<file path="src/rtl/event_status.sv">
// counts processed events up to 31, an increment wins over an acknowledge
// overflow flags stay set until clear
module event_status (
	input  logic CLK,
	input  logic RSTb,
	input  logic clear,
	input  logic event_done,
	input  logic event_ack,
	input  logic frame_overflow,
	input  logic out_overflow,
	output logic event_present,
	output logic apv_fifo_full_l,
	output logic proc_fifo_full_l
);
	logic [4:0] ev_cnt;

	always_ff @(posedge CLK or negedge RSTb)
	begin
		if (!RSTb)
		begin
			ev_cnt <= '0;
			event_present <= 1'b0;
			apv_fifo_full_l <= 1'b0;
			proc_fifo_full_l <= 1'b0;
		end
		else if (clear)
		begin
			ev_cnt <= '0;
			event_present <= 1'b0;
			apv_fifo_full_l <= 1'b0;
			proc_fifo_full_l <= 1'b0;
		end
		else
		begin
			event_present <= (ev_cnt != 5'd0);	// one cycle behind the count
			if (event_done)
			begin
				if (ev_cnt != 5'd31)
					ev_cnt <= ev_cnt + 1'b1;
			end
			else if (event_ack && ev_cnt != 5'd0)
				ev_cnt <= ev_cnt - 1'b1;
			if (frame_overflow)
				apv_fifo_full_l <= 1'b1;
			if (out_overflow)
				proc_fifo_full_l <= 1'b1;
		end
	end

endmodule

</file>
<file path="config.mk">
export PLATFORM = sky130hd
export DESIGN_NAME = event_status
export DESIGN_NICKNAME = d
export VERILOG_FILES = /design/src/rtl/event_status.sv
export SDC_FILE = /design/constraint.sdc
export NUM_CORES = 1
export LEC_CHECK = 0
export BUFFER_PORTS_ARGS = -buffer_cell sky130_fd_sc_hd__buf_2
export CAP_MARGIN = 30
export CELL_PAD_IN_SITES_DETAIL_PLACEMENT = 1
export CELL_PAD_IN_SITES_GLOBAL_PLACEMENT = 2
export CORE_MARGIN = 2
export CORE_UTILIZATION = 32
export DETAILED_ROUTE_END_ITERATION = 6
export PLACE_DENSITY_LB_ADDON = 0.2
export SLEW_MARGIN = 20
export SYNTH_ARGS = -nofsm -noshare
export SYNTH_HDL_FRONTEND = slang
export SYNTH_SLANG_ARGS = --single-unit
</file>
<file path="constraint.sdc">
create_clock -name CLK -period 2.23 [get_ports CLK]
set_clock_uncertainty 0.05 [all_clocks]
set_input_delay 0.446 -clock CLK [delete_from_list [all_inputs] [get_ports CLK]]
set_output_delay 0.446 -clock CLK [all_outputs]
set_load 0.005 [all_outputs]
</file>
After elaboration in Yosys (flattened, before gate mapping)
Index checks and enable logic that the tools add are counted.

storage, ports and cells
  flip-flop bits (word level) = 8
  latch bits = 0
  RAM bits = 0
  memory bits (read-only) = 0
  bits of input ports = 7
  output and inout port bits = 3
  logic and storage cells = 23
  memories = 0

cells by class
  add/sub/neg operators = 2
  $mul = 0
  div/mod/pow operators = 0
  magnitude comparators = 0
  equal/unequal tests = 2
  shift-type cells = 0
  mux-type cells = 9
  bitwise logic cells = 0
  reduce and logical (&&, ||, !) cells = 6

operator list
  operator                                                                  number
  5-bit two-way mux                                                         4
  5-bit by 1-bit adder with 5-bit output (second input constant)            1
  1-bit two-way mux                                                         5
  5-bit inequality test (second input constant)                             1
  5-bit nonzero test                                                        1
  5-bit by 1-bit subtractor with 5-bit output (second input constant)       1
  2-bit nonzero test                                                        2
  3-bit by 2-bit inequality test with 1-bit output (second input constant)  1
  3-bit nonzero test                                                        1
  2-bit AND reduction                                                       1
  1-bit logical AND                                                         1

Logic depth before layout (Yosys ltp)
  depth in word-level cells = 5
  mapped depth = 6
  gate-level depth less buffers = 6

Worst setup path before layout
OpenSTA, ideal clock, no wires.

  path kind = in2reg
  from = input event_done
  to = register ev_cnt[4]
  setup time = 80 ps
  data arrival time = 1920 ps
  data required time = 2100 ps
  slack = 180 ps
  stages = 6
  buffers on the path = 0
  path through = inv_1 -> fa_1 -> and3_1 -> or3_1 -> a211o_1 -> o211ai_2

between the ends
  word-level cells in the longest chain between the ends = 2
  elaborated cells between the ends (all ways) = 5
  classes of those cells = 1 x eq/ne; 2 x mux; 2 x reduce/logical

RTL lines
  what                                                                                       RTL line  source
  start: declaration                                                                         7         input logic event_done,
  3-bit by 2-bit inequality test with 1-bit output (no source line) (tied with other cells)  n/a
  2-bit AND reduction (no source line) or 5-bit two-way mux (tied branches)                  n/a
  end signal: assignment                                                                     39        ev_cnt <= ev_cnt + 1'b1;
  end signal: assignment                                                                     42        ev_cnt <= ev_cnt - 1'b1;
  end: declaration                                                                           15        logic [4:0] ev_cnt;

Parallel ways exist; a longest one is shown, timed or not.
A chain may end at the register's enable or synchronous reset.

Worst setup path after layout
  from = register ev_cnt[1]
  to = register ev_cnt[4]

between the ends
  word-level cells in the longest chain between the ends = 4
  elaborated cells between the ends (all ways) = 12
  classes of those cells = 2 x add/sub; 2 x eq/ne; 4 x mux; 4 x reduce/logical

RTL lines
  what                                                                 RTL line  source
  5-bit by 1-bit subtractor with 5-bit output (tied with other cells)  42
  5-bit two-way mux (tied with other cells)                            41        else if (event_ack && ev_cnt != 5'd0)
  5-bit two-way mux or 3-bit nonzero test (tied branches)              n/a
  5-bit two-way mux or 2-bit AND reduction (tied branches)             n/a

Parallel ways exist; a longest one is shown, timed or not. The select of a mux whose other input is x is not followed.

==> qor.csv <==
metric;value;unit
buffer_ports.inserted;9;
synth_cell_types;27;
chipHeight;44.6;µm
number_of_antenna_cells_inserted;0;
synthCells;50;
synth.area.top_cells;dfrtp_1, ha_1, o32ai_4, nor2_1, fa_1;
cts_root_buffer;clkbuf_4;
power.ir.vdd_worst;400;µV
initial_antenna_violation_count;0;
globalRouteTotalUtil;15.6;%
cap_violations;0;
initial_utilization;34.6;%
dieWidth;44.6;µm
preCtsSetupSlack;0.0204;ns
final_core_util;42.2;%
via_count;446;
place.detailed.instances;77;
maxSlewViolCount;0;
via_per_inst;5.51;
cts-root-to-sink-buffers;2;
layout.cells.most_common;buf_2;
power.total;0.645;mW
first_global_vias;467;
r2r_start;ev_cnt[1];
hold_path.class;in -> reg;
dr_wl_met2;575;µm
drc_errors;0;
wirelength_met1;545;µm
power-per-cell-area;1000;nW/µm²
grt_setup_unrepaired;no;
layout.cells.non_filler;81;
most-common-layout-cells;buf_2, dfrtp_1, nor2_1;
cp_endpoint_kind;register;
synth.yosys.seq_area_share;38.0;%
drt.antenna.violating_nets;0;
std_cell_rows;14;
core_region_area;1520;µm²
finalInstanceArea;643;µm²
io_pins;10;
synthesis.yosys.warnings;0;
worst_r2r_setup_slack;0.28;ns
finalHoldWorstSlack;0.354;ns
die_outline_area;1990;µm²
syn_avg_cell_area;10.5;µm²
ctsHtreeMaxLevel;1;
r2r-end;ev_cnt[4];
flop_and_latch_count_out_of_synthesis;8;
power.leakage;0.319;nW
cts_resized;0;
tritoncts.num_buffers;3;
critPathKind;reg -> reg;
worst_path_max_delay_cell;dfrtp_1;
timing.critical_path.cells;fa_1 > and3_1 > or3_1 > a211o_1 > o211ai_2;
areaGrowthSynthToFinish;22.1;%
timing.final.ws_setup;0.280;ns
worst_setup_hold_path_clk_slew;0.06;ns
worst-r2r-cell-count;5;
finalSetupViolations;0;
drt_first_pass_iters;4;
tritoncts_num_sinks;8;
post-route-period-util;87.4;%
maxUsedRoutingLayer;met4;
cell_area_placed;611;µm²
wl_met3;38;µm
critical_path_peak_fanout;5;
tns;0;ns
syn-cell-area;527;µm²
grt_start_max_net_pins;13;
slew_at_the_pin_closest_to_its_max_slew_limit;0.453;ns
hold_viol_final;0;
critical_path_required;2.36;ns
synth_area_leader_cell;dfrtp_1;
achievable_clock_frequency;0.513;GHz
overflow_after_grt;0;
critPathMaxStageDelay;0.43;ns
nNetsFinal;78;
yosysTopAreaCellShare;38.0;%
cts_tree;yes;
worstSetupStartpointType;register;
startpoint;ev_cnt[1];
endpoint;ev_cnt[4];
maxSlewHeadroom;69.8;%
finalCriticalPeriod;1.95;ns
grt_pass1_wl;2190;µm
cp.arrival;2.08;ns
drt-initial-drc-count;3;
post_route_cells_drive_above_1_share;32.3;%
globalplace.congestion;0.712;
synthesis.nets;61;
clock_latency_on_the_worst_skew_pair;0.26;ns
run_status;completed;
wirelength;1170;µm
wire_per_inst;14.5;µm
==> worst min path at each step <==
stage                                  to  cells past startpoint  slack [ns]           start
after CTS                 apv_fifo_full_l                      3        0.35  frame_overflow
after global placement          ev_cnt[0]                      1        0.25            RSTb
after detailed placement        ev_cnt[2]                      1        0.26            RSTb
after floorplan           apv_fifo_full_l                      0        0.10            RSTb
after global routing      apv_fifo_full_l                      3        0.37  frame_overflow
final                     apv_fifo_full_l                      3        0.35  frame_overflow
==> final cells by class <==
class | instances | area (µm²)
Multi-Input combinational cell | 38 | 312
Clock buffer | 3 | 22.5
Sequential cell | 8 | 200
Fill cell | 180 | 881
Tap cell | 16 | 20.0
Timing Repair Buffer | 13 | 77.6
Inverter | 3 | 11.3
==> synth_stat cells, drive strengths merged <==
cell type / number
o41ai: 2
a211o: 1
or4: 1
inv: 3
o31ai: 1
a21oi: 1
nor2: 6
o211ai: 1
or2: 1
and3: 1
fa: 1
dfrtp: 8
or3: 2
a22oi: 1
ha: 3
o32ai: 1
nand4: 1
clkbuf: 1
o21ai: 5
nand2: 1
nand4b: 1
nor3: 2
a21o: 2
xor2: 2
nand2b: 1
==> report_power, final <==
group | leakage (nW) | switching (mW) | internal [mW] | total [mW]
logic | 0.204 | 0.143 | 0.146 | 0.290
clock network | 0.0138 | 0.0520 | 0.0618 | 0.114
registers | 0.101 | 0.0516 | 0.191 | 0.242
total | 0.319 | 0.247 | 0.399 | 0.645
==> sequential cells by signal, indices dropped and copies added, names as in the netlist <==
register / cells
ev_cnt: 5
apv_fifo_full_l: 1
proc_fifo_full_l: 1
event_present: 1
==> routing by layer <==
| layer | track usage [%] | up-vias |
|---|---|---|
| li1 | - | 219 |
| met4 | 8.48 | 0 |
| met5 | 0 | - |
| met1 | 19.4 | 216 |
| met3 | 5.31 | 3 |
| met2 | 23.5 | 8 |
==> what timing repair did <==
item / 4_1_cts / 5_1_grt
endpoints found under the hold margin: 8 / 0
buffers inserted: 0 / 0
hold buffers: 1 / 0
==> logic make-up after synthesis <==
logic type                 after synthesis  share of synthesized area [%]
and+or+nand+nor                         17                           20.0
AOI/OAI and AO/OA                       15                           24.9
DFF                                      8                           38.0
buffers and inverters                    4                           2.85
adders and majority gates                4                           10.9
xor gates and xnor gates                 2                           3.33
==> critical path: cells and delay by family, from the launching register on <==
| kind | cells | cell delay [ns] |
|---|---|---|
| compound gates | 2 | 0.45 |
| simple gates | 2 | 0.56 |
| flops | 1 | 0.43 |
| fa+ha+maj | 1 | 0.39 |
No activity file was read; power rests on OpenSTA's default activity.
