<file path="config.mk">
export PLATFORM = sky130hd
export DESIGN_NAME = register_decoder
export DESIGN_NICKNAME = d
export VERILOG_FILES = /design/src/rtl/apv_bus_pkg.sv /design/src/rtl/apv_format_pkg.sv /design/src/rtl/register_decoder.sv
export SDC_FILE = /design/constraint.sdc
export NUM_CORES = 1
export LEC_CHECK = 0
export ABC_AREA = 1
export BUFFER_PORTS_ARGS = -buffer_cell sky130_fd_sc_hd__buf_2
export CAP_MARGIN = 20
export CORE_MARGIN = 5
export CORE_UTILIZATION = 40
export DETAILED_ROUTE_END_ITERATION = 12
export PLACE_DENSITY = 0.94
export SETUP_SLACK_MARGIN = 0.15
export SLEW_MARGIN = 20
export SYNTH_ARGS = -nofsm -noshare
export SYNTH_HDL_FRONTEND = slang
export SYNTH_SLANG_ARGS = --single-unit
</file>
<file path="constraint.sdc">
create_clock -name CLK -period 1.77 [get_ports CLK]
set_clock_uncertainty 0.2 [all_clocks]
set_input_delay 0.177 -clock CLK [delete_from_list [all_inputs] [get_ports CLK]]
set_output_delay 0.177 -clock CLK [all_outputs]
set_load 0.03 [all_outputs]
</file>
<file path="src/rtl/apv_bus_pkg.sv">
// user bus and input stream of the channel, word addresses on a 16-bit bus
// every strobe in these types is a single-cycle pulse
package apv_bus_pkg;

	typedef struct packed {
		logic wr;
		logic [12:0] data;
		logic last;
		logic [11:0] baseline;	// valid with the last word only
	} frame_in_t;

	typedef struct packed {
		logic [15:0] addr;
		logic wr;
		logic rd;
		logic [11:0] wdata;
	} user_bus_t;

	typedef struct packed {
		logic wr;
		logic [6:0] addr;
		logic [11:0] data;
	} thr_write_t;

	localparam logic [15:0] ADDR_FIFO_BASE = 16'h4000;
	localparam logic [15:0] ADDR_FIFO_MASK = 16'hF800;	// window 0x4000..0x47FF
	localparam logic [15:0] ADDR_THR_BASE = 16'hD800;
	localparam logic [15:0] ADDR_THR_MASK = 16'hFF80;	// one word per strip
	localparam logic [15:0] ADDR_WORDCOUNT = 16'hC000;
	localparam logic [15:0] ADDR_STATUS = 16'hC010;

endpackage

</file>
<file path="src/rtl/apv_format_pkg.sv">
// word formats of one APV readout channel, 13-bit frame words in and 21-bit tagged words out
// the top two bits of an output word pick its view, 00 marks a header
package apv_format_pkg;

	localparam int N_STRIPS = 128;
	localparam int STRIP_AW = 7;
	localparam int SAMPLE_W = 12;
	localparam int FRAME_W = 13;
	localparam int OUT_W = 21;
	localparam logic [SAMPLE_W-1:0] THR_DISABLED = '1;	// strip switched off

	localparam logic [1:0] TAG_STRIP = 2'b01;
	localparam logic [1:0] TAG_TRAILER_A = 2'b10;
	localparam logic [1:0] TAG_TRAILER_B = 2'b11;

	typedef struct packed {
		logic last;	// trailer word of the frame
		logic [FRAME_W-1:0] data;
	} frame_word_t;

	typedef struct packed {
		logic [2:0] zero;
		logic base_msb;	// baseline bit 11
		logic [FRAME_W-1:0] word;
		logic [3:0] ch_id;
	} header_t;

	typedef struct packed {
		logic [1:0] tag;
		logic [STRIP_AW-1:0] addr;
		logic [SAMPLE_W-1:0] value;	// low bits of the subtracted sample
	} strip_t;

	typedef struct packed {
		logic [1:0] tag;
		logic [1:0] zero;
		logic [4:0] module_id;
		logic [SAMPLE_W-1:0] trailer;
	} trailer_a_t;

	typedef struct packed {
		logic [1:0] tag;
		logic [10:0] base_lo;	// baseline bits 10..0
		logic [7:0] count;	// kept strips plus the two trailers
	} trailer_b_t;

	typedef union packed {
		header_t header;
		strip_t strip;
		trailer_a_t trailer_a;
		trailer_b_t trailer_b;
	} out_word_u;

endpackage

</file>
<file path="src/rtl/register_decoder.sv">
// read data and rvalid follow a read strobe by one cycle; a FIFO read pops at once
// threshold writes go straight through in the cycle of the write strobe
module register_decoder import apv_format_pkg::*; import apv_bus_pkg::*; #(
	parameter int OUT_FIFO_DEPTH = 2048
) (
	input  logic CLK,
	input  logic RSTb,
	input  user_bus_t bus,
	input  out_word_u fifo_head,
	input  logic fifo_empty,
	input  logic fifo_full,
	input  logic [$clog2(OUT_FIFO_DEPTH+1)-1:0] fifo_used,
	input  logic apv_fifo_full_l,
	input  logic proc_fifo_full_l,
	input  logic event_present,
	output thr_write_t thr_wr,
	output logic fifo_pop,
	output logic [31:0] rdata,
	output logic rvalid
);
	logic fifo_sel;
	logic thr_sel;
	logic [31:0] rd_mux;

	assign fifo_sel = ((bus.addr & ADDR_FIFO_MASK) == ADDR_FIFO_BASE);
	assign thr_sel = ((bus.addr & ADDR_THR_MASK) == ADDR_THR_BASE);

	assign thr_wr.wr = bus.wr & thr_sel;
	assign thr_wr.addr = bus.addr[STRIP_AW-1:0];	// strip number
	assign thr_wr.data = bus.wdata;
	assign fifo_pop = bus.rd & fifo_sel & ~fifo_empty;

	always_comb
	begin
		rd_mux = '0;
		if (fifo_sel)
		begin
			if (!fifo_empty)
				rd_mux = {{(32 - OUT_W){1'b0}}, fifo_head};
		end
		else if (bus.addr == ADDR_WORDCOUNT)
			rd_mux = 32'(fifo_used);
		else if (bus.addr == ADDR_STATUS)
			rd_mux = {27'd0, event_present, proc_fifo_full_l, apv_fifo_full_l,
				fifo_full, fifo_empty};
	end

	always_ff @(posedge CLK)
	begin
		if (bus.rd)
			rdata <= rd_mux;
	end

	always_ff @(posedge CLK or negedge RSTb)
	begin
		if (!RSTb)
			rvalid <= 1'b0;
		else
			rvalid <= bus.rd;
	end

endmodule

</file>
---- After elaboration in Yosys (flattened, before gate mapping) ----
Index checks and enable logic that the tools add are counted.
storage, ports and cells
  register bits after elaboration ......... 33
  input port bits ......................... 70
  output and inout port bits .............. 54
  logic and storage cells ................. 14
operators by class
  eq/ne operators ......................... 4
  multiplexer cells ....................... 4
  bitwise operators ....................... 4
operator list
  operator              count
  $eq 16x16->1 const B  2
  $mux 32               1
  $mux 21               1
  $mux 12               1
  $eq 9x9->1 const B    1
  $eq 5x4->1 const B    1
  $mux 5                1
  $and 1x1->1           3
  $not 1->1             1

---- Longest topological paths before layout ----
Gate-level depths: netlist of run 1.
  depth after elaboration ................. 4
  gate-level depth with buffers ........... 7
  gate-level depth less buffers ........... 7

---- Least setup slack after synthesis of run 1 ----
OpenSTA, ideal clock, no wires.
  path kind ............................... input -> output
  from .................................... input port bus[23] (netlist name)
  to ...................................... output port thr_wr[19] (netlist name)
  data arrival time ....................... 1414 ps
  slack ................................... -21 ps
  stages .................................. 2
  path buffers ............................ 0
  path through ............................ or2_2 nor4_1
RTL lines
  what                RTL line                RTL
  start: declaration  register_decoder.sv:8   input user_bus_t bus,
  end: declaration    register_decoder.sv:16  output thr_write_t thr_wr,

---- Worst setup path in the final report of run 1 ----
  from .................................... input port bus[27] (netlist name)
  to ...................................... output port fifo_pop
on the way
  longest elaborated chain between the ends .. 3
RTL lines
  what                       RTL line                RTL
  $eq 5x4->1                 register_decoder.sv:25  assign fifo_sel = ((bus.addr & ADDR_FIFO_MASK) == ADDR_FIFO_BASE);
  $and 1x1->1 (2 in series)  register_decoder.sv:31  assign fifo_pop = bus.rd & fifo_sel & ~fifo_empty;
  end: declaration           register_decoder.sv:17  output logic fifo_pop,
Every way passes these cells.

==> results of run 1 <==
-- placed cells by master, fill, tap and decap left out, drive strengths merged --
cell and instances:
dlygate4sd3 29, inv 17, nand4 6, or2 1, buf 92, clkbuf 3
edfxtp 21, nor2 22, conb 11, dfrtp 1, bufinv 1, nand2 21
nor4 1, nand3 24
-- layout make-up --
type                    count  area, µm²
inverters                  17      63.81
clock buffers               3      22.52
repair buffers            121      760.7
flip-flops and latches     22      655.6
clock inverters             1      30.03
well taps                  46      57.56
multi-input cells          86      404.1
fillers                   272       1290
-- report_power, final --
part | switching (µW) | internal, µW | total, µW
Clock | 139 | 229 | 367
Combinational | 185 | 123 | 308
Sequential | 6.06 | 595 | 601
Total | 330 | 947 | 1280
-- worst max-delay path, delay by kind of cell --
kind          cells  cell delay, ps
simple gates      4             540
buf+inv           3             350
-- sequential cells by signal (all words and copies together) (netlist names) --
name,count
rvalid,1
rdata,21
-- what timing repair did --
item / 4_1_cts / 5_1_grt
setup endpoints to repair: 0 / 1
hold buffers: 29 / 0
endpoints found under the hold margin: 20 / 0
resized for setup: 0 / 1
-- per-stage QoR --
stage	power, µW	cell area (µm²)	util [%]
floorplan	830.3	1378	-
global placement	861.9	1644	50.06
detailed placement	867.5	1644	50.06
CTS	1282	1987	60.50
global route	1336	1994	60.72
finish	1277	1994	60.72
-- cell usage after synthesis --
cell,n
clkbuf_8,1
buf_6,2
nand3_2,1
inv_1,16
nor2_1,20
nand2_2,1
nor2_4,1
conb_1,1
nand2_1,20
nor4_1,1
or2_2,1
dfrtp_1,1
nand4_1,6
buf_4,30
nor2_2,1
edfxtp_1,21
inv_2,1
nand3_1,23
-- path summary, 6_finish.rpt --
check                           end  slack [ps]          from
max in group asynchronous    rvalid         720          RSTb
min in group asynchronous    rvalid         550          RSTb
hold / removal             rdata[4]          10  fifo_used[4]
setup / recovery           fifo_pop         320       bus[27]
-- cells by family after synthesis --
group,count (synthesis)
other,1
DFF,22
and+or+nand+nor,75
buffers and inverters,50
-- per-layer routing --
layer	global-route usage [%]	up-vias	wire [µm]
met3	2.329	14	449
met2	33.66	85	2076
met1	16.34	575	1292
li1	-	648	-
met4	8.861	0	118
met5	0	-	0
==> results.cfg, run 1 <==
[run_status]
status = completed

[route]
totalWireLength_um = 3937
drc = 0
via_per_inst = 4.466
antenna_left = 0
dr.pass1.iters = 4
drtIter0Drc = 57
wl_per_cell_um = 13.30
vias = 1322

[setup_path]
cp.required_ps = 1390
cp_slowest_cell = buf_2
crit_top_cell = buf_2
worstSetupStartpointType = input port
worstPathArrival_ps = 1070
critPathMaxFanout = 11
critPathKind = input port to output pin
cpPeakStageDelay_ps = 210
path_cells = buf_2, inv_1, nand2_1, nor2_2, nand3_4, nor2_1, buf_2
cp-end-kind = output pin

[hold_path]
min_path_cells = 3
min_path_type = input port to register

[clocking]
cts_buffers = 3
clock_path_buffers = 2
cts_num_sinks = 22
root_buffer = clkbuf_4
cts_tree = yes
htree_levels = 1
post_cts_buffers = 0
clk_pin_slew_ps = 110

[floorplanning]
core_area_um2 = 3284
chipWidth_um = 67.75
ios = 124
die_area_um2 = 4589
die_h_um = 67.75
rows = 21
initial_core_util_pct = 40.61

[timing]
clock.fmax_mhz = 691.2
slew_violations = 0
fin_ws_ps = 323.3
fin_crit_sh_pct = 81.73
rsz0062_at_grt = false
finalSetupViolations = 0
hold_violations = 0
holdWs_ps = 11.49
fin_setup_tns_ps = 0
fin_crit_ps = 1447

[synth]
synth_mux_area_share_pct = 0
synth_top_family_by_area = simple AND/OR/NAND/NOR gates
yosysUniqueCellTypes = 18
synth_area_um2 = 1334
yosysSeqAreaShare_pct = 49.16
synth_top_cell_by_area = edfxtp_1
ys_top_cells_by_area = edfxtp_1 (47%), buf_4 (17%), nand3_1 (8.6%), nand2_1 (5.6%), nor2_1 (5.6%)
synth_warnings = 0
yosys.area_share.simple_pct = 26.17
synth-adder-area-share_pct = 0
synthXorXnorAreaFrac_pct = 0
synth_compound_area_share_pct = 0
synth_area_per_cell_um2 = 9.012
synth_top_cell_area_share_pct = 47.28
syn_inst = 148
ys_ff_latch = 22

[power]
p_per_area_nw_per_um2 = 640.3
ir_drop_uv = 308.2
p_leak_uw = 0.001011

[cells_and_area]
fin_cells = 296
drive_gt1_share_pct = 41.20
syn_to_final_growth_pct = 49.53
layout.nets = 321
n_antenna_cell = 0

[placement]
place.gp.congestion = 0.6693
dpl.cell_count = 263
portBuffers = 88
place_ws_ps = 263.6
dpl.hpwl_um = 2889

[global_route]
grt.total_usage_pct = 16.89
grt_max_degree = 18
grt.overflow.total = 0
grt_pass1_wl_um = 5720
antenna_found_initial = 0
grt_pass1_vias = 1335

[run]
max_cap_viol_count = 0
Note: power is estimated with default switching activity, not from simulation.
==> inputs of run 2 (changes only) <==
--- a/config.mk
+++ b/config.mk
@@ -9,9 +9,9 @@
 export BUFFER_PORTS_ARGS = -buffer_cell sky130_fd_sc_hd__buf_2
 export CAP_MARGIN = 20
 export CORE_MARGIN = 5
-export CORE_UTILIZATION = 40
+export CORE_UTILIZATION = 33
 export DETAILED_ROUTE_END_ITERATION = 12
-export PLACE_DENSITY = 0.94
+export PLACE_DENSITY = 0.84
 export SETUP_SLACK_MARGIN = 0.15
 export SLEW_MARGIN = 20
 export SYNTH_ARGS = -nofsm -noshare
==> constraint.sdc (replaced) <==
create_clock -name CLK -period 1.33 [get_ports CLK]
set_clock_uncertainty 0.2 [all_clocks]
set_input_delay 0.133 -clock CLK [delete_from_list [all_inputs] [get_ports CLK]]
set_output_delay 0.133 -clock CLK [all_outputs]
set_load 0.03 [all_outputs]
==> results.cfg, run 2 (same netlist as run 1, synthesis figures left out) <==
[run_status]
status = completed

[timing]
holdWs_ps = 15.94
fin_crit_ps = 1179
fin_setup_tns_ps = 0
finalSetupViolations = 0
hold_violations = 0
fin_crit_sh_pct = 88.67
clock.fmax_mhz = 847.9
rsz0062_at_grt = true
fin_ws_ps = 150.7
slew_violations = 0

[power]
p_switching_uw = 488.7
p_per_area_nw_per_um2 = 852.3
seq_power_share_pct = 42.8
ir_drop_uv = 368.3
p_total_uw = 1883
p_int_uw = 1394
power.share.combinational_pct = 24.4
p_leak_uw = 0.001099
p_clk_share_pct = 32.8
switching_share_pct = 25.95

[global_route]
grt.overflow.total = 0
grt.total_usage_pct = 16.00
antenna_found_initial = 0
grt_max_degree = 18
grt_pass1_vias = 1416
grt_pass1_wl_um = 6589

[setup_path]
cpPeakStageDelay_ps = 390
crit_family = flip-flops
cp-end-kind = output pin
critPathMaxFanout = 1
worstPathArrival_ps = 850
worstSetupStartpointType = register
path_cells = buf_2
cp_num_buf_inv = 1
critPathKind = register to output pin
cp.required_ps = 1000
cp_slowest_cell = edfxtp_1

[route]
totalWireLength_um = 4391
via_per_inst = 4.339
antenna_left = 0
vias = 1345
wl_per_cell_um = 14.16
dr.pass1.iters = 4
drc = 0
drtIter0Drc = 50

[clocking]
cts_num_sinks = 22
clock_path_buffers = 2
clk_pin_slew_ps = 80
htree_levels = 1
root_buffer = clkbuf_8
cts_buffers = 3
cts_tree = yes

[floorplanning]
ios = 124
chipWidth_um = 73.58
initial_core_util_pct = 33.59
rows = 23
die_area_um2 = 5413
core_area_um2 = 3971
die_h_um = 73.58

[cells_and_area]
nFillCells = 361
syn_to_final_growth_pct = 65.67
layout.nets = 331
reg_top3 = rdata (21), rvalid (1)
mostFrequentLayoutCells = buf_2 (74), dlygate4sd3_1 (33), nand3_1 (23), edfxtp_1 (21), nand2_1 (19)
final_common_cell = buf_2
fin_cells = 310
largest_reg_flops = 21
top_register = rdata
n_antenna_cell = 0
drive_gt1_share_pct = 43.46

[run]
max_cap_viol_count = 0

[placement]
dpl.hpwl_um = 3335
place.gp.congestion = 0.8018
dpl.cell_count = 272
place_ws_ps = -78.21
portBuffers = 88

[hold_path]
min_path_type = input port to register
## run 2: cell count changes in the layout (fill, tap and decap cells not counted), moves of 2 or more
cell,previous run,this run
clkbuf_8,0,3
dlygate4sd3_1,29,33
nor2_4,1,3
buf_4,4,14
buf_2,88,74
buf_6,0,10
nor2_1,20,18
clkbuf_4,3,0
## run 2: cell type report
type | instances | area, µm² | area share [%]
Sequential cell | 22 | 655.6 | 29.67
Inverter | 17 | 63.81 | 2.888
Tap cell | 50 | 62.56 | 2.831
Timing Repair Buffer | 131 | 918.4 | 41.56
Multi-Input combinational cell | 86 | 437.9 | 19.82
Clock buffer | 3 | 41.29 | 1.869
Clock inverter | 1 | 30.03 | 1.359
## run 2: tightest hold or removal path: stages
cell     delay [ps]
buf_2            90
nand3_1          70
nand3_1          80
## run 2: final timing paths
| kind | start | to | cells after the start |
|---|---|---|---|
| max in group asynchronous | RSTb | rvalid | 3 |
| min in group asynchronous | RSTb | rvalid | 3 |
| setup / recovery | rdata[19] | rdata[19] | 1 |
| hold / removal | fifo_used[2] | rdata[2] | 3 |
## run 2: what timing repair did
action                                  CTS  global route
hold endpoints to repair                 23             0
hold buffers                             33             0
endpoints found under the setup margin    3            13
gates resized for setup                  12            27
pin swaps                                 3             2
setup buffers                             1             0
## run 2: metal layers
| metal | wire length (µm) | up-vias | part of all wire [%] | global-route usage [%] |
|---|---|---|---|---|
| li1 | - | 667 | - | - |
| met1 | 1506 | 578 | 34 | 15.99 |
| met2 | 2281 | 86 | 52 | 30.12 |
| met3 | 492 | 14 | 11 | 4.788 |
| met4 | 111 | 0 | 2.5 | 6.841 |
| met5 | 0 | - | 0 | 0 |
## run 2: power groups by stage
stage / combinational (µW) / clock [µW] / sequential, µW
2_1_floorplan: 212 / 0 / 898
3_3_place_gp: 351 / 0 / 815
3_5_place_dp: 354 / 0 / 817
4_1_cts: 442 / 642 / 801
5_1_grt: 489 / 667 / 810
6_report: 459 / 618 / 807
## run 2: metrics by stage
stage          utilization (%)  area [µm²]
6_report                 55.64        2210
4_1_cts                  54.35        2158
3_5_place_dp             43.07        1710
5_1_grt                  55.64        2210
2_1_floorplan                -        1401
3_3_place_gp             43.07        1710
