File: config.mk
export PLATFORM = sky130hd
export DESIGN_NAME = sync_fifo
export DESIGN_NICKNAME = d
export VERILOG_FILES = /design/src/rtl/sync_fifo.sv
export SDC_FILE = /design/constraint.sdc
export NUM_CORES = 1
export LEC_CHECK = 0
export BUFFER_PORTS_ARGS = -buffer_cell sky130_fd_sc_hd__buf_2
export CAP_MARGIN = 20
export CORE_ASPECT_RATIO = 1.1
export CORE_MARGIN = 2
export CORE_UTILIZATION = 45
export CTS_CLUSTER_DIAMETER = 200
export DETAILED_ROUTE_END_ITERATION = 8
export HOLD_SLACK_MARGIN = 0.12
export REMOVE_ABC_BUFFERS = 1
export SYNTH_ARGS = -nofsm -noshare
export SYNTH_HDL_FRONTEND = slang
export SYNTH_SLANG_ARGS = --single-unit
File: constraint.sdc
create_clock -name CLK -period 3.8 [get_ports CLK]
set_input_delay 0.57 -clock CLK [delete_from_list [all_inputs] [get_ports CLK]]
set_output_delay 0.57 -clock CLK [all_outputs]
set_load 0.05 [all_outputs]
File: src/rtl/sync_fifo.sv
// DEPTH must be a power of two and at least 2; head word shows without a pop
// push into a full FIFO is dropped and flagged, pop from empty is ignored
module sync_fifo #(
	parameter int DEPTH = 16,
	parameter int WIDTH = 8
) (
	input  logic CLK,
	input  logic RSTb,
	input  logic clear,
	input  logic push,
	input  logic [WIDTH-1:0] din,
	input  logic pop,
	output logic [WIDTH-1:0] dout,
	output logic empty,
	output logic full,
	output logic [$clog2(DEPTH+1)-1:0] used,
	output logic overflow
);
	localparam int AW = $clog2(DEPTH);

	logic [WIDTH-1:0] mem [DEPTH];
	logic [AW-1:0] wr_ptr;
	logic [AW-1:0] rd_ptr;
	logic do_push;
	logic do_pop;

	assign empty = (used == '0);
	assign full = (used == DEPTH);
	assign do_push = push & ~full;
	assign do_pop = pop & ~empty;
	assign overflow = push & full;	// dropped word
	assign dout = mem[rd_ptr];	// fall-through head

	always_ff @(posedge CLK)
	begin
		if (do_push)
			mem[wr_ptr] <= din;
	end

	always_ff @(posedge CLK or negedge RSTb)
	begin
		if (!RSTb)
		begin
			wr_ptr <= '0;
			rd_ptr <= '0;
			used <= '0;
		end
		else if (clear)
		begin
			wr_ptr <= '0;
			rd_ptr <= '0;
			used <= '0;
		end
		else
		begin
			if (do_push)
				wr_ptr <= wr_ptr + 1'b1;
			if (do_pop)
				rd_ptr <= rd_ptr + 1'b1;
			case ({do_push, do_pop})
				2'b10: used <= used + 1'b1;
				2'b01: used <= used - 1'b1;
				default: used <= used;
			endcase
		end
	end

endmodule

-- Word-level counts from Yosys, hierarchy flattened
Memories as Yosys holds them, arrays and structs flattened.
Index checks and enable logic that the tools add are counted.
- bits in registers: 13
- bits of input ports: 13
- memory bits (writable): 128
- memories: 1
- memories (name ; depth ; width ; rd ports ; clocked after memory_dff ; wr ports ; RTL line ; source):
    mem ; 16 ; 8 ; 1 ; 0 ; 1 ; 21 ; logic [WIDTH-1:0] mem [DEPTH];
- multiplexer cells: 8
- eq/ne operators: 3
- add/subtract/negate cells: 4
- reduce and logical (&&, ||, !) cells: 4
- bitwise gates (word level): 5
- operators with widths (kind ; number):
    $mux 4 ; 4
    $pmux 5 s2 ; 1
    $add 4x1->4 const B ; 2
    $add 5x1->5 const B ; 1
    $eq 5x5->1 const B ; 1
    $logic_not 5->1 ; 1
    $mux 5 ; 1
    $sub 5x1->5 const B ; 1
    $reduce_bool 2->1 ; 2
    $and 1x1->1 ; 3
    $reduce_bool 3->1 ; 1
    $eq 2x1->1 const B ; 1
    $eq 2x2->1 const B ; 1
    $mux 1 ; 2
    $not 1->1 ; 2

-- Longest topological paths before layout
Gate-level depths: netlist of run 1.
- depth after elaboration: 6
- gate-level depth with buffers: 10
- depth with buffers taken out: 9

-- Worst setup path before layout of run 1
No wires, ideal clock.
- path type: register to output
- start point: register used[1]
- end point: output port overflow
- slack: 815 ps
- data required time: 3230 ps
- path buffers: 1
- cell stages (with the launch flop): 4
- data arrival time: 2415 ps
- cell sequence: dfrtp_1 > or4_1 > buf_2 > nor3_1
- cells in the longest elaborated chain, start to end: 2
- ends and longest elaborated chain (element ; RTL line ; source):
    start, declared ; 16 ; output logic [$clog2(DEPTH+1)-1:0] used,
    start signal, assigned ; 61 ; 2'b10: used <= used + 1'b1;
    start signal, assigned ; 62 ; 2'b01: used <= used - 1'b1;
    start signal, assigned ; 63 ; default: used <= used;
    $eq 5x5->1 ; 28 ; assign full = (used == DEPTH);
    $and 1x1->1 ; 31 ; assign overflow = push & full;
    end, declared ; 17 ; output logic overflow
Every way passes these cells.

-- Worst setup path in the final report of run 1
- start point: register rd_ptr[0]
- end point: output port dout[0]
- cells in the longest elaborated chain, start to end: 1
- ends and longest elaborated chain (element ; RTL line ; source):
    start, declared ; 23 ; logic [AW-1:0] rd_ptr;
    start signal, assigned ; 59 ; rd_ptr <= rd_ptr + 1'b1;
    $mem_v2 16x8 ; n/a ;
    end, declared ; 13 ; output logic [WIDTH-1:0] dout,
Every way passes these cells.

==> metrics.log, run 1 <==
INFO  metric finalWorstSetupSlack = 586 ps
INFO  metric ir_worst_vdd = 0.537 mV
INFO  metric io_buffer_count = 28
INFO  metric synth.ff_latch_count = 141
INFO  metric die_x = 114 um
INFO  metric synth_cell_types = 38
INFO  metric slew_viol_final = 0
INFO  metric final-hold-violation-count = 0
INFO  metric timing.critical_path.max_delay_family = multiplexers
INFO  metric timing.critical_path.buf_inv = 2
INFO  metric final_min_period = around 3200 ps
INFO  metric first_global_vias = 3018
INFO  metric grt_start_max_net_pins = 36
INFO  metric synth.cell_area = 5940 um2
INFO  metric final.period_utilization = between 80% and 90%
INFO  metric tritoncts.num_buffers = 17
INFO  metric rsz0062_at_grt = false
INFO  metric gp_congestion = 0.737
INFO  metric grt_usage = between 10% and 20%
INFO  metric final_layout_size_suffix_gt1_share = 25.4%
INFO  metric grt_first_pass_wirelength = 17400 um
INFO  metric critPathMaxFanout = 14
INFO  metric worst_setup_path_start_kind = flip-flop
INFO  metric hp-class = input pin to flip-flop
INFO  metric drv.max_cap_violation_count = 0
INFO  metric average_instance_area_after_synthesis = 19.9 um2
INFO  metric via_per_inst = 5.57
INFO  metric cts_sinks = between 100 and 150
INFO  metric max_clock_freq = a little over 300 MHz
INFO  metric timing.max_slew.rel_slack = a little under a third
INFO  metric cts-root-buf = clkbuf_16
INFO  metric hpwl = 6900 um
INFO  metric totalNegativeSetupSlack = 0 ps
INFO  metric initial_core_util = 45.5%
INFO  metric number_of_i_o_pins = 29
INFO  metric htreeDepth = 4
INFO  metric ant_nets = 0
INFO  metric crit_path_top_delay_cell = dfrtp_2
INFO  metric floorplan.core_area = 13000 um2
INFO  metric die_area = 14100 um2
INFO  metric worst_clock_skew = 6.74 ps
INFO  metric vias = roughly 3000
INFO  metric dieHeight = 124 um
INFO  metric clk_latency = 410 ps
INFO  metric maximum_single_stage_delay_on_the_critical_path = ~620 ps
INFO  metric synthToLayoutAreaGrowth = 15.9%
INFO  metric finalWirelength = roughly 11000 um
INFO  metric clock_tree_from_tritoncts = yes
INFO  metric per_cell_routed_wire_length = approximately 21 um
INFO  metric critical_path_arrival = 2640 ps
INFO  metric yosysWarningCount = 0
INFO  metric synth_sequential_area_ratio = between 70% and 80%
INFO  metric timing.critical_path.cells = buf_4 -> mux4_1 -> mux4_2 -> buf_2
INFO  metric placement.setup.worst_slack = 993 ps
INFO  metric crit_required = 3230 ps
INFO  metric setup-violations-final = 0
INFO  metric grt_antenna_before_repair = 0
INFO  metric overflow = 0
INFO  metric timing.critical_path.to_type = output pin
INFO  metric num-nets-final = between 300 and 400
INFO  metric criticalPathCategory = flip-flop to output pin
INFO  metric tightest_slew = 1020 ps
INFO  metric postLayoutCoreUtil = 52.7%
INFO  metric drt_first_pass_iters = 4
INFO  metric diodes = 0
INFO  metric cts.path.max_buffers = 2
INFO  metric power.static_leakage = around 0.0024 uW
INFO  metric fp-row-count = 44
INFO  metric syn-instance-count = 299
INFO  metric worst_setup_hold_path_clk_slew = around 60 ps
INFO  metric detailedRoute.firstIterationViolations = 155
INFO  metric outcome = complete, no violations
INFO  metric remaining_drc_errors = 0
INFO  metric cts_setup_buffers = 0
INFO  metric power_density = 622 nW/um2
## worst register-to-register path: stages, from the launching register on
cell and delay, ps:
dfrtp_1 420, or4_1 760, o21ai_2 270, nand2b_1 170, inv_1 90, ha_1 350, nand2b_1 70, a21oi_1 250
mux2i_1 230, a31oi_1 90
## per-stage QoR
step / hold slack, ps / instance area (um2) / instances / total power, uW
6_report: 529 / 6880 / 523 / 4280
5_1_grt: 520 / 6880 / 523 / 4460
4_1_cts: 511 / 6880 / 523 / 4320
3_5_place_dp: 486 / 6340 / 490 / 2850
3_3_place_gp: 485 / 6340 / 490 / 2840
2_1_floorplan: 274 / 5840 / 282 / 2580
## state kept, by name, indices dropped and copies added, names as in the netlist
name and count:
rd_ptr 4, wr_ptr 4, used 5, mem 128
## final cells by class
type	count	area, um2
Clock buffer	18	429
Clock inverter	14	104
Fill cell	1013	6170
Multi-Input combinational cell	134	1640
Tap cell	161	201
Sequential cell	141	4170
Timing Repair Buffer	48	305
Inverter	7	26.3
## Yosys cell counts
cell,count,area share (%)
a21oi_1,2,0.17
clkbuf_1,10,0.63
o21a_1,1,0.13
nand2_1,6,0.38
and3_2,1,0.13
o211ai_2,1,0.21
buf_6,3,0.57
a31oi_1,1,0.11
dfrtp_1,13,5.5
nand2b_1,5,0.53
nand3_1,4,0.34
o21ai_0,1,0.084
o21ai_2,1,0.15
mux2i_1,4,0.67
a211oi_1,1,0.13
edfxtp_1,128,65
ha_1,8,1.7
mux2_2,3,0.57
nor2_1,30,1.9
inv_1,7,0.44
fa_1,1,0.34
nor3_1,6,0.51
mux4_2,10,3.8
xnor2_1,2,0.30
or4_1,1,0.13
mux4_1,30,13
buf_8,1,0.25
nor4_2,1,0.21
a211o_1,2,0.30
nor2b_1,1,0.11
xor2_1,5,0.74
buf_2,1,0.084
o211a_1,1,0.17
and4_1,1,0.15
o211ai_1,2,0.25
buf_1,2,0.13
a21o_1,1,0.13
nand4b_1,1,0.15
## what timing repair did
action	in CTS	in global routing
endpoints found under the hold margin	13	0
gates resized for setup	0	0
hold buffers	1	0
## report_power, final
group	switching, uW	internal (uW)
clock network	587	883
registers	65.1	1760
logic	597	390
total	1250	3030
## final timing paths
kind                           start   endpoint  slack [ps]  depth (start not counted)
max                        rd_ptr[0]    dout[0]         590                          4
max reg2reg                  used[1]    used[4]         970                          9
min                           din[1]  mem[8][1]         530                          1
min reg2reg                  used[3]    used[3]         620                          2
min in group asynchronous       RSTb  wr_ptr[1]         590                          2
max in group asynchronous       RSTb  rd_ptr[0]        2950                          2
## cell families after synthesis
kind of cell	Yosys count	share of synthesized area [%]
flops	141	70.2
simple gates	57	4.51
mux	47	18.3
buf+inv	24	2.11
compound gates	14	1.81
fa+ha+maj	9	2.02
xor+xnor	7	1.03
## routing by layer
| metal | GRT usage (%) | wire length (um) |
|---|---|---|
| met2 | 26.0 | 5330 |
| met3 | 4.82 | 411 |
| met5 | 0 | 0 |
| met1 | 24.2 | 5180 |
| met4 | 6.31 | 215 |
## layout by cell type, fill, tap and decap left out, types with 5 or more instances in the layout
master / n
edfxtp_1: 128
mux4_1: 30
nor2_1: 30
buf_2: 28
buf_4: 18
clkbuf_16: 17
dfrtp_1: 12
mux4_2: 10
ha_1: 8
inv_1: 7
nand2_1: 6
nor3_1: 6
nand2b_1: 5
xor2_1: 5
Power figures use the tool's default switching activity.
==> inputs of run 2 (changes only) <==
Clock period 3.8 ns to 3.2 ns, I/O delays scaled along.
==> run 2 against run 1 <==
Against the previous run: non-clock buffer count increased by 2; count of clock-buffer cells in the layout increased by 1; die area unchanged; core utilization increased by 0.31 points; worst setup slack got worse by 320 ps; flip-flop and latch count unchanged.
==> metrics.log, run 2 (synthesis results as in run 1) <==
INFO  metric hpwl = 7040 um (+2.1%)
INFO  metric die_area = 14100 um2 (unchanged)
INFO  metric vias = 2923 (+0.34%)
INFO  metric htreeDepth = 4 (unchanged)
INFO  metric filler_instances = 1019 (+0.59%)
INFO  metric floorplan.core_area = 13000 um2 (unchanged)
INFO  metric diodes = 0 (unchanged)
INFO  metric number_of_i_o_pins = 29 (unchanged)
INFO  metric setup-violations-final = 0 (unchanged)
INFO  metric placement.cell_area = 6350 um2 (+0.24%)
INFO  metric grt_usage = 17.1% (-0.098 points)
INFO  metric finalNonFillerCells = 525 (+0.38%)
INFO  metric fp-row-count = 44 (unchanged)
INFO  metric synthToLayoutAreaGrowth = 16.5%
INFO  metric post_layout_inst_area = 6920 um2 (+0.58%)
INFO  metric final_cell_mix = edfxtp_1, mux4_1, nor2_1
INFO  metric power.static_leakage = 0.00244 uW (+1.3%)
INFO  metric cts.path.max_buffers = 2 (unchanged)
INFO  metric placement.setup.worst_slack = 355 ps (-638 ps)
INFO  metric worst_setup_hold_path_clk_slew = 60 ps (about the same)
INFO  metric power_density = 745 nW/um2 (+20%)
INFO  metric largest_register_ffs = 128 (unchanged)
INFO  metric via_per_inst = 5.57 (about the same)
INFO  metric grt_antenna_before_repair = 0 (unchanged)
INFO  metric critical_path_arrival = 2450 ps (-190 ps)
INFO  metric worst_setup_path_start_kind = flip-flop
INFO  metric finalWorstSetupSlack = 270 ps (-316 ps)
INFO  metric worst_clock_skew = 6.62 ps (-0.114 ps)
INFO  metric max_clock_freq = 341 MHz
INFO  metric criticalPathCategory = flip-flop to output pin
INFO  metric gp_congestion = 0.790 (+7.2%)
INFO  metric rsz0062_at_grt = false
INFO  metric hp-class = input pin to flip-flop
INFO  metric ctsResizeCount = 0 (unchanged)
INFO  metric initial_core_util = 45.5% (unchanged)
INFO  metric ir_worst_vdd = 0.452 mV (-16%)
INFO  metric num-nets-final = 373 (+0.54%)
INFO  metric drt_first_pass_iters = 5 (+1)
INFO  metric detailedRoute.firstIterationViolations = 199 (+28%)
INFO  metric die_x = 114 um (unchanged)
INFO  metric regToRegSetupSlack = 350 ps (-620 ps)
INFO  metric drv.max_cap_violation_count = 0 (unchanged)
INFO  metric first_global_vias = 3014 (-0.13%)
INFO  metric remaining_drc_errors = 0 (unchanged)
INFO  metric tightest_slew = 943 ps (-80.6 ps)
INFO  metric cts_sinks = 141 (unchanged)
INFO  metric grt_start_max_net_pins = 33 (-8.3%)
INFO  metric outcome = complete, no violations
INFO  metric cts_setup_buffers = 0 (unchanged)
INFO  metric clk_latency = 410 ps (about the same)
INFO  metric grt_first_pass_wirelength = 17200 um (-0.95%)
INFO  metric timing.critical_path.to_type = output pin
INFO  metric final.period_utilization = 91.6%
INFO  metric clock_tree_from_tritoncts = yes
INFO  metric biggestRegsByFlops = mem (128), used (5)
INFO  metric per_cell_routed_wire_length = 21.4 um (+0.28%)
INFO  metric cts-root-buf = clkbuf_16
INFO  metric dieHeight = 124 um (unchanged)
INFO  metric finalWirelength = 11200 um (+0.66%)
INFO  metric mostFrequentLayoutCell = edfxtp_1
INFO  metric timing.max_slew.rel_slack = 36.9% (+5.4 points)
INFO  metric dpl.cell_count = 492 (+0.41%)
INFO  metric overflow = 0 (unchanged)
INFO  metric io_buffer_count = 28 (unchanged)
INFO  metric largest_register = mem
INFO  metric totalNegativeSetupSlack = 0 ps (unchanged)
INFO  metric slew_viol_final = 0 (unchanged)
INFO  metric final_min_period = slightly below 3000 ps
INFO  metric critPathMaxFanout = 32 (+18)
INFO  metric final-hold-violation-count = 0 (unchanged)
INFO  metric tritoncts.num_buffers = 17 (unchanged)
INFO  metric final_layout_size_suffix_gt1_share = 26.1% (+0.68 points)
INFO  metric ant_nets = 0 (unchanged)
INFO  metric crit_required = 2720 ps (-510 ps)
==> run 2: cell type report <==
type	instances	area (um2)	share of cell area, %
Inverter	7	26.3	0.380
Multi-Input combinational cell	134	1640	23.8
Clock buffer	19	433	6.26
Clock inverter	13	125	1.81
Sequential cell	141	4170	60.3
Timing Repair Buffer	50	320	4.63
Tap cell	161	201	2.91
==> run 2: metrics by stage <==
stage | total power, uW | utilization (%) | hold slack (ps)
2_1_floorplan | 3060 | - | 184
3_3_place_gp | 3370 | 48.7 | 395
3_5_place_dp | 3390 | 48.7 | 392
4_1_cts | 5220 | 53.0 | 421
5_1_grt | 5380 | 53.0 | 439
6_report | 5160 | 53.0 | 438
==> run 2: path summary, 6_finish.rpt <==
path                            startpoint        end  cells after the start
worst min-delay path                 clear  rd_ptr[3]                      2
worst max-delay path             rd_ptr[0]    dout[2]                      4
worst min register to register   rd_ptr[1]  rd_ptr[1]                      2
worst max register to register     used[0]    used[4]                      9
max in group asynchronous             RSTb  rd_ptr[0]                      2
min in group asynchronous             RSTb    used[0]                      2
==> run 2: layer usage <==
| metal | vias up | wire (um) | track usage (%) |
|---|---|---|---|
| met5 | - | 0 | 0 |
| met4 | 0 | 136 | 7.75 |
| li1 | 1328 | - | - |
| met3 | 5 | 519 | 4.67 |
| met1 | 1517 | 4870 | 22.8 |
| met2 | 73 | 5690 | 26.4 |
==> run 2: timing repair <==
action	4_1_cts	5_1_grt
hold buffers	1	0
setup endpoints to repair	0	0
hold endpoints to repair	13	0
==> run 2: power breakdown <==
group          internal [uW]  leakage (uW)  switching, uW  total (uW)
Combinational            460      0.000835            722        1180
Sequential              2090       0.00133           59.5        2150
Clock                   1130      0.000271            694        1830
Total                   3680       0.00244           1480        5160
==> run 2: worst max-delay path, stage by stage (launching register included) <==
cell and delay [ps]:
dfrtp_2 410, buf_12 260, mux4_1 640, mux4_2 480
buf_2 230
